===== config.mk =====
export PLATFORM = sky130hd
export DESIGN_NAME = exec_core
export DESIGN_NICKNAME = d
export VERILOG_FILES = /design/src/rtl/core_pkg.sv /design/src/rtl/alu_pipe.sv /design/src/rtl/exec_core.sv /design/src/rtl/issue_stage.sv /design/src/rtl/mul_pipe.sv /design/src/rtl/register_file.sv /design/src/rtl/writeback.sv
export SDC_FILE = /design/constraint.sdc
export NUM_CORES = 2
export LEC_CHECK = 0
export BUFFER_PORTS_ARGS = -buffer_cell sky130_fd_sc_hd__buf_4
export CAP_MARGIN = 20
export CORE_MARGIN = 2
export CORE_UTILIZATION = 35
export DETAILED_ROUTE_END_ITERATION = 10
export GPL_TIMING_DRIVEN = 0
export PLACE_DENSITY_LB_ADDON = 0.12
export REMOVE_ABC_BUFFERS = 1
export SYNTH_ARGS = -nofsm -noshare
export SYNTH_HDL_FRONTEND = slang
export SYNTH_SLANG_ARGS = --single-unit

===== constraint.sdc =====
create_clock -name clk -period 9.4 [get_ports clk]
set_clock_uncertainty 0.15 [all_clocks]
set_input_delay 0.94 -clock clk [delete_from_list [all_inputs] [get_ports clk]]
set_output_delay 0.94 -clock clk [all_outputs]
set_load 0.01 [all_outputs]

===== src/rtl/core_pkg.sv =====
/* shared widths, encodings and instruction views of the execution core
   R-type funct sits in the low six bits, addi takes a zero-extended immediate */
package core_pkg;

	localparam int DATA_W     = 32;
	localparam int REG_ADDR_W = 5;
	localparam int NUM_REGS   = 32;

	// opcodes
	localparam logic [5:0] OP_RTYPE = 6'd1;
	localparam logic [5:0] OP_ADDI  = 6'd5;

	// R-type functs, one-hot encoded
	localparam logic [5:0] FN_ADD = 6'd1;
	localparam logic [5:0] FN_SUB = 6'd2;
	localparam logic [5:0] FN_AND = 6'd4;
	localparam logic [5:0] FN_MUL = 6'd8;
	localparam logic [5:0] FN_SLT = 6'd16;

	// ALU operation codes
	localparam logic [1:0] ALU_ADD = 2'd0;
	localparam logic [1:0] ALU_SUB = 2'd1;
	localparam logic [1:0] ALU_AND = 2'd2;
	localparam logic [1:0] ALU_SLT = 2'd3;

	typedef logic [DATA_W-1:0]     data_t;
	typedef logic [REG_ADDR_W-1:0] reg_addr_t;

	typedef struct packed {
		logic [5:0] opcode;
		reg_addr_t  rs;
		reg_addr_t  rt;
		reg_addr_t  rd;
		logic [4:0] pad;    // ignored
		logic [5:0] funct;
	} r_fields_t;

	typedef struct packed {
		logic [5:0]  opcode;
		reg_addr_t   rs;
		reg_addr_t   rt;       // destination of addi
		logic [15:0] imm;
	} i_fields_t;

	typedef union packed {
		r_fields_t r;
		i_fields_t i;
	} instr_u;

endpackage


===== src/rtl/alu_pipe.sv =====
/* single-cycle ALU with a registered result
   slt compares unsigned and yields 1 or 0 */
module alu_pipe
	import core_pkg::*;
(
	input  logic       clk,
	input  logic       rst,
	input  logic       i_valid,
	input  logic [1:0] i_op,
	input  data_t      i_op_a,
	input  data_t      i_op_b,
	input  reg_addr_t  i_dest,
	output logic       o_valid,
	output data_t      o_result,
	output reg_addr_t  o_dest
);
	data_t alu_out;

	always_comb
	begin
		case (i_op)
			ALU_ADD: alu_out = i_op_a + i_op_b;
			ALU_SUB: alu_out = i_op_a - i_op_b;
			ALU_AND: alu_out = i_op_a & i_op_b;
			default: alu_out = (i_op_a < i_op_b) ? data_t'(1) : data_t'(0);    // slt
		endcase
	end

	always_ff @(posedge clk)
	begin
		if (!rst)
		begin
			o_valid <= 1'b0;
		end
		else
		begin
			o_valid <= i_valid;
		end
	end

	always_ff @(posedge clk)
	begin
		o_result <= alu_out;
		o_dest   <= i_dest;
	end

endmodule


===== src/rtl/exec_core.sv =====
/* back end of the in-order core: issue, ALU and multiply pipes, writeback
   results appear 2 edges after acceptance for ALU ops and MUL_STAGES+1 for multiplies */
module exec_core
	import core_pkg::*;
#(
	parameter int MUL_STAGES = 4
)
(
	input  logic      clk,
	input  logic      rst,
	input  instr_u    i_inst,
	input  logic      i_inst_valid,
	output logic      o_stall,
	output logic      o_wb_en,
	output reg_addr_t o_wb_addr,
	output data_t     o_wb_data
);
	logic       alu_valid;
	logic [1:0] alu_op;
	logic       mul_valid;
	data_t      op_a;
	data_t      op_b;
	reg_addr_t  dest;
	logic       alu_res_valid;
	data_t      alu_result;
	reg_addr_t  alu_dest;
	logic       mul_res_valid;
	data_t      mul_result;
	reg_addr_t  mul_dest;

	issue_stage #(.MUL_STAGES(MUL_STAGES)) u_issue (
		.clk          (clk),
		.rst          (rst),
		.i_inst       (i_inst),
		.i_inst_valid (i_inst_valid),
		.i_wb_en      (o_wb_en),       // write port loops back to the register file
		.i_wb_addr    (o_wb_addr),
		.i_wb_data    (o_wb_data),
		.o_stall      (o_stall),
		.o_alu_valid  (alu_valid),
		.o_alu_op     (alu_op),
		.o_mul_valid  (mul_valid),
		.o_op_a       (op_a),
		.o_op_b       (op_b),
		.o_dest       (dest)
	);

	alu_pipe u_alu (
		.clk      (clk),
		.rst      (rst),
		.i_valid  (alu_valid),
		.i_op     (alu_op),
		.i_op_a   (op_a),
		.i_op_b   (op_b),
		.i_dest   (dest),
		.o_valid  (alu_res_valid),
		.o_result (alu_result),
		.o_dest   (alu_dest)
	);

	mul_pipe #(.MUL_STAGES(MUL_STAGES)) u_mul (
		.clk      (clk),
		.rst      (rst),
		.i_valid  (mul_valid),
		.i_op_a   (op_a),
		.i_op_b   (op_b),
		.i_dest   (dest),
		.o_valid  (mul_res_valid),
		.o_result (mul_result),
		.o_dest   (mul_dest)
	);

	writeback u_wb (
		.clk          (clk),
		.rst          (rst),
		.i_alu_valid  (alu_res_valid),
		.i_alu_result (alu_result),
		.i_alu_dest   (alu_dest),
		.i_mul_valid  (mul_res_valid),
		.i_mul_result (mul_result),
		.i_mul_dest   (mul_dest),
		.o_wb_en      (o_wb_en),
		.o_wb_addr    (o_wb_addr),
		.o_wb_data    (o_wb_data)
	);

endmodule


===== src/rtl/issue_stage.sv =====
/* MUL_STAGES must be 2 or more; unknown opcodes and functs issue nothing
   the source must hold the instruction for as long as o_stall is high */
module issue_stage
	import core_pkg::*;
#(
	parameter int MUL_STAGES = 4
)
(
	input  logic       clk,
	input  logic       rst,
	input  instr_u     i_inst,
	input  logic       i_inst_valid,
	input  logic       i_wb_en,
	input  reg_addr_t  i_wb_addr,
	input  data_t      i_wb_data,
	output logic       o_stall,
	output logic       o_alu_valid,
	output logic [1:0] o_alu_op,
	output logic       o_mul_valid,
	output data_t      o_op_a,
	output data_t      o_op_b,
	output reg_addr_t  o_dest
);
	logic                  dec_alu;
	logic                  dec_mul;
	logic                  dec_imm;
	logic [1:0]            dec_op;
	reg_addr_t             dec_dest;
	data_t                 rd_data_a;
	data_t                 rd_data_b;
	logic                  accept;
	logic [MUL_STAGES-2:0] mul_hist;    // bit i set i+1 cycles after a mul issued

	always_comb
	begin
		dec_alu  = 1'b0;
		dec_mul  = 1'b0;
		dec_imm  = 1'b0;
		dec_op   = ALU_ADD;
		dec_dest = i_inst.r.rd;
		case (i_inst.r.opcode)
			OP_RTYPE:
			begin
				dec_alu = 1'b1;
				case (i_inst.r.funct)
					FN_ADD: dec_op = ALU_ADD;
					FN_SUB: dec_op = ALU_SUB;
					FN_AND: dec_op = ALU_AND;
					FN_SLT: dec_op = ALU_SLT;
					FN_MUL:
					begin
						dec_alu = 1'b0;
						dec_mul = 1'b1;
					end
					default: dec_alu = 1'b0;    // nop
				endcase
			end
			OP_ADDI:
			begin
				dec_alu  = 1'b1;
				dec_imm  = 1'b1;
				dec_dest = i_inst.i.rt;
			end
			default: dec_alu = 1'b0;
		endcase
	end

	register_file u_regs (
		.clk         (clk),
		.rst         (rst),
		.i_rd_addr_a (i_inst.r.rs),
		.i_rd_addr_b (i_inst.r.rt),
		.o_rd_data_a (rd_data_a),
		.o_rd_data_b (rd_data_b),
		.i_wr_en     (i_wb_en),
		.i_wr_addr   (i_wb_addr),
		.i_wr_data   (i_wb_data)
	);

	// ALU result would reach writeback together with that multiply
	assign o_stall = i_inst_valid & dec_alu & mul_hist[MUL_STAGES-2];
	assign accept  = i_inst_valid & ~o_stall;

	always_ff @(posedge clk)
	begin
		if (!rst)
		begin
			mul_hist    <= '0;
			o_alu_valid <= 1'b0;
			o_mul_valid <= 1'b0;
		end
		else
		begin
			mul_hist[0] <= accept & dec_mul;
			for (int i = 1; i < MUL_STAGES - 1; i++)
				mul_hist[i] <= mul_hist[i-1];
			o_alu_valid <= accept & dec_alu;
			o_mul_valid <= accept & dec_mul;
		end
	end

	always_ff @(posedge clk)
	begin
		if (accept)
		begin
			o_alu_op <= dec_op;
			o_op_a   <= rd_data_a;
			o_op_b   <= dec_imm ? {{(DATA_W-16){1'b0}}, i_inst.i.imm} : rd_data_b;
			o_dest   <= dec_dest;
		end
	end

	a_one_pipe: assert property (@(posedge clk) disable iff (!rst)
		!(o_alu_valid && o_mul_valid));

endmodule


===== src/rtl/mul_pipe.sv =====
/* keeps only the low 32 bits of the product, MUL_STAGES cycles to the output
   one multiply may enter every cycle */
module mul_pipe
	import core_pkg::*;
#(
	parameter int MUL_STAGES = 4
)
(
	input  logic      clk,
	input  logic      rst,
	input  logic      i_valid,
	input  data_t     i_op_a,
	input  data_t     i_op_b,
	input  reg_addr_t i_dest,
	output logic      o_valid,
	output data_t     o_result,
	output reg_addr_t o_dest
);
	logic [MUL_STAGES-1:0] stage_valid;
	data_t                 stage_res  [MUL_STAGES];
	reg_addr_t             stage_dest [MUL_STAGES];
	data_t                 product;

	assign product = i_op_a * i_op_b;    // truncated to the word

	always_ff @(posedge clk)
	begin
		if (!rst)
			stage_valid <= '0;
		else
			stage_valid <= {stage_valid[MUL_STAGES-2:0], i_valid};
	end

	always_ff @(posedge clk)
	begin
		stage_res[0]  <= product;
		stage_dest[0] <= i_dest;
		for (int i = 1; i < MUL_STAGES; i++)
		begin
			stage_res[i]  <= stage_res[i-1];
			stage_dest[i] <= stage_dest[i-1];
		end
	end

	assign o_valid  = stage_valid[MUL_STAGES-1];
	assign o_result = stage_res[MUL_STAGES-1];
	assign o_dest   = stage_dest[MUL_STAGES-1];

endmodule


===== src/rtl/register_file.sv =====
/* registers come out of reset holding their own index, r0 included
   a read of the register being written returns the new data in the same cycle */
module register_file
	import core_pkg::*;
(
	input  logic      clk,
	input  logic      rst,
	input  reg_addr_t i_rd_addr_a,
	input  reg_addr_t i_rd_addr_b,
	output data_t     o_rd_data_a,
	output data_t     o_rd_data_b,
	input  logic      i_wr_en,
	input  reg_addr_t i_wr_addr,
	input  data_t     i_wr_data
);
	data_t regs [NUM_REGS];

	always_ff @(posedge clk)
	begin
		if (!rst)
		begin
			for (int i = 0; i < NUM_REGS; i++)
				regs[i] <= DATA_W'(i);    // r holds r
		end
		else if (i_wr_en)
		begin
			regs[i_wr_addr] <= i_wr_data;
		end
	end

	// write bypass
	assign o_rd_data_a = (i_wr_en && i_wr_addr == i_rd_addr_a) ? i_wr_data
		: regs[i_rd_addr_a];
	assign o_rd_data_b = (i_wr_en && i_wr_addr == i_rd_addr_b) ? i_wr_data
		: regs[i_rd_addr_b];

endmodule


===== src/rtl/writeback.sv =====
/* one register write per cycle; issue guarantees that the two pipes
   never finish in the same cycle */
module writeback
	import core_pkg::*;
(
	input  logic      clk,
	input  logic      rst,
	input  logic      i_alu_valid,
	input  data_t     i_alu_result,
	input  reg_addr_t i_alu_dest,
	input  logic      i_mul_valid,
	input  data_t     i_mul_result,
	input  reg_addr_t i_mul_dest,
	output logic      o_wb_en,
	output reg_addr_t o_wb_addr,
	output data_t     o_wb_data
);

	always_ff @(posedge clk)
	begin
		if (!rst)
			o_wb_en <= 1'b0;
		else
			o_wb_en <= i_alu_valid | i_mul_valid;
	end

	always_ff @(posedge clk)
	begin
		if (i_mul_valid)
		begin
			o_wb_addr <= i_mul_dest;
			o_wb_data <= i_mul_result;
		end
		else
		begin
			o_wb_addr <= i_alu_dest;
			o_wb_data <= i_alu_result;
		end
	end

	// both valid means the collision stall in issue let one through
	a_no_collision: assert property (@(posedge clk) disable iff (!rst)
		!(i_alu_valid && i_mul_valid));

endmodule


==> impl_metrics.env <==
export IMPL_status="finished clean"
export IMPL_grt_max_degree=89
export IMPL_antenna_found_initial=32
export IMPL_die_x_um=486
export IMPL_cp_required_ns=9.90
export IMPL_wl_mm=304
export IMPL_wire_per_inst_um=33.1
export IMPL_cts_hold_buf=0
export IMPL_clock_latency_ns=0.84
export IMPL_maxCapViolations=0
export IMPL_clockRootBuffer="clkbuf_16"
export IMPL_critPathKind="reg -> reg"
export IMPL_ys_seq_area_share_pct=45.9
export IMPL_fp_row_count=177
export IMPL_clk_path_buf_depth=3
export IMPL_synth_area_mm2=0.0814
export IMPL_multi_input_area_mm2=0.0411
export IMPL_ff_latch_area_mm2=0.0374
export IMPL_overflow=0
export IMPL_fp_dieH_um=486
export IMPL_ys_seq_elements=1320
export IMPL_rsz0062_at_grt="false"
export IMPL_finalWorstSetupSlack_ns=0.657
export IMPL_final_cell_mix="1225 x and2_1, 1095 x edfxtp_1, 640 x mux4_2"
export IMPL_via_count=51100
export IMPL_first_pass_iters=8
export IMPL_die_area_mm2=0.237
export IMPL_syn_to_final_growth_pct=16.1
export IMPL_worst_setup_path_end_kind="register"
export IMPL_synthFlopType="edfxtp_1"
export IMPL_hold_viol=0
export IMPL_final_fill_count=21400
export IMPL_grt_use_total_pct=25.9
export IMPL_pin_count=74
export IMPL_cts_clk_slew_worst_paths_ns=0.07
export IMPL_drive_above_1_share_pct=21.1
export IMPL_drv_slew=0
export IMPL_dp_hpwl_mm=214
export IMPL_worst_pin_slew_ns=1.17
export IMPL_period_share_pct=93.0
export IMPL_p_leak_nw=35.6
export IMPL_start_util_pct=35.1
export IMPL_synth_warnings=0
export IMPL_nNetsFinal=6625
export IMPL_grt_pass1_wl_mm=427
export IMPL_drc=0
export IMPL_coreArea_mm2=0.232
export IMPL_irDropWorstVdd_uv=1250
export IMPL_max_freq_mhz=114
export IMPL_rrSetupSlack_ns=0.66
export IMPL_hold_class="reg -> reg"
export IMPL_cts_buffers_inserted=153
export IMPL_port_buffers=73
export IMPL_maxSlewHeadroom_pct=21.6
export IMPL_h_tree_depth=4
export IMPL_grt_pass1_vias=53700
export IMPL_vias_per_cell=5.57
export IMPL_setup_viol=0
export IMPL_drt_iter0_drc=4932
export IMPL_layout_min_cycle_time_ns=8.74
export IMPL_holdWs_ns=0.168
export IMPL_power_density_mw_per_mm2=398
export IMPL_cp_start_kind="register"
export IMPL_cts_sinks=1320
export IMPL_gp_congestion=0.832
export IMPL_ys_types=72
export IMPL_dp_slack_ns=-0.0975
export IMPL_syn_mean_instance_area_um2=13.4
export IMPL_cts_tree="yes"
export IMPL_synth_edf_count=1095
export IMPL_netlist_instances=6061
export IMPL_worstPathMaxFanout=26
export IMPL_layout_commonest_cell="and2_1"
export IMPL_antenna_left=0
export IMPL_arrival_ns=9.24
export IMPL_synth_async_reset_ratio_pct=0
[final cells by class]
class,instances,area share (%)
multi-input cells,3782,43.4
flip-flops and latches,1320,39.5
repair buffers,288,5.97
clock buffers,195,4.42
well taps,3043,4.03
inverters,448,1.78
clock inverters,85,0.823
diodes,15,0.0397
[state kept, by name, indices dropped and copies added (netlist names)]
name	flops
u_alu.o_result	32
u_alu.o_valid	1
u_issue.mul_hist	1
u_issue.o_alu_op	2
u_issue.o_alu_valid	1
u_issue.o_dest	5
u_issue.o_op_a	32
u_issue.o_op_b	32
u_issue.u_regs.regs	1024
u_mul.stage_dest	20
u_mul.stage_res	128
u_mul.stage_valid	4
u_wb.o_wb_addr	5
u_wb.o_wb_data	32
u_wb.o_wb_en	1
[repair_timing]
| action | 4_1_cts | 5_1_grt |
|---|---|---|
| setup buffers | 0 | 0 |
| gates resized for setup | 1 | 0 |
| endpoints found under the setup margin | 1 | 0 |
[logic make-up after synthesis]
kind of cell             count (synthesis)  synth area share (%)
flip-flops                            1320                  45.9
XOR/XNOR                               128                  1.38
AND/OR/NAND/NOR                       1917                  13.3
buffers and inverters                  959                  4.47
multiplexers                           750                  19.1
AO/OA/AOI/OAI                          390                  2.92
adder cells (fa/ha/maj)                597                  13.0
[worst paths after layout]
path / startpoint / end / cells after the start
worst max register to register: u_issue.o_op_a[0] / u_mul.stage_res[0][31] / 22
worst min-delay path: u_mul.stage_res[0][13] / u_mul.stage_res[1][13] / 0
worst min register to register: u_mul.stage_res[0][13] / u_mul.stage_res[1][13] / 0
worst max-delay path: u_issue.o_op_a[0] / u_mul.stage_res[0][31] / 22
[power breakdown]
part,total (mW),internal [mW],switching (mW),leakage (nW)
registers,7.79,7.24,0.551,12.9
logic,23.8,10.4,13.4,20.2
clock network,6.01,3.41,2.60,2.45
total,37.6,21.1,16.6,35.6
[stage by stage]
step	cells	power [mW]	instance area, um^2	setup TNS (ns)	utilization [%]
final	9176	37.6	94600	0	40.7
after global routing	9162	40.7	94500	0	40.7
after CTS	9155	38.0	94400	0	40.7
after detailed placement	8875	31.7	89500	-0.0975	38.5
after global placement	8666	31.5	83800	-2379.34	36.1
after floorplan	5550	24.6	79500	0	-
[critical path, stage by stage, from the launching register on]
cell      delay, ns
edfxtp_1       0.99
clkinv_2       0.72
nor2_1         0.43
fa_1           0.31
fa_1           0.19
inv_1          0.06
fa_1           0.49
fa_1           0.50
inv_1          0.05
ha_1           0.27
ha_1           0.30
fa_1           0.52
fa_1           0.43
ha_1           0.34
and2_1         0.20
nand3_1        0.08
or2_2          0.29
o21ai_0        0.40
o221ai_1       0.50
nand3_1        0.21
o311ai_0       0.23
o21ai_0        0.70
xnor2_1        0.19
[cells in the mapped netlist (all sizes together), types with 75 or more instances]
library cell,count,area (um^2)
o21ai,172,861
a21oi,83,419
dfxtp,225,4500
mux4,640,14400
xnor2,95,832
ha,187,2340
clkbuf,436,1640
nand2,340,1280
nor2,137,514
inv,447,1680
edfxtp,1095,32900
fa,410,8210
buf,75,320
and2,1225,7660
or3,92,576
[metal layers]
layer	wire length, um	global-route usage (%)	up-vias
met5	0	0	-
met2	152000	44.2	1983
li1	-	-	21400
met4	12500	10.1	0
met3	19300	3.65	464
met1	120000	33.2	27300
Note: power is estimated with default switching activity, not from simulation.
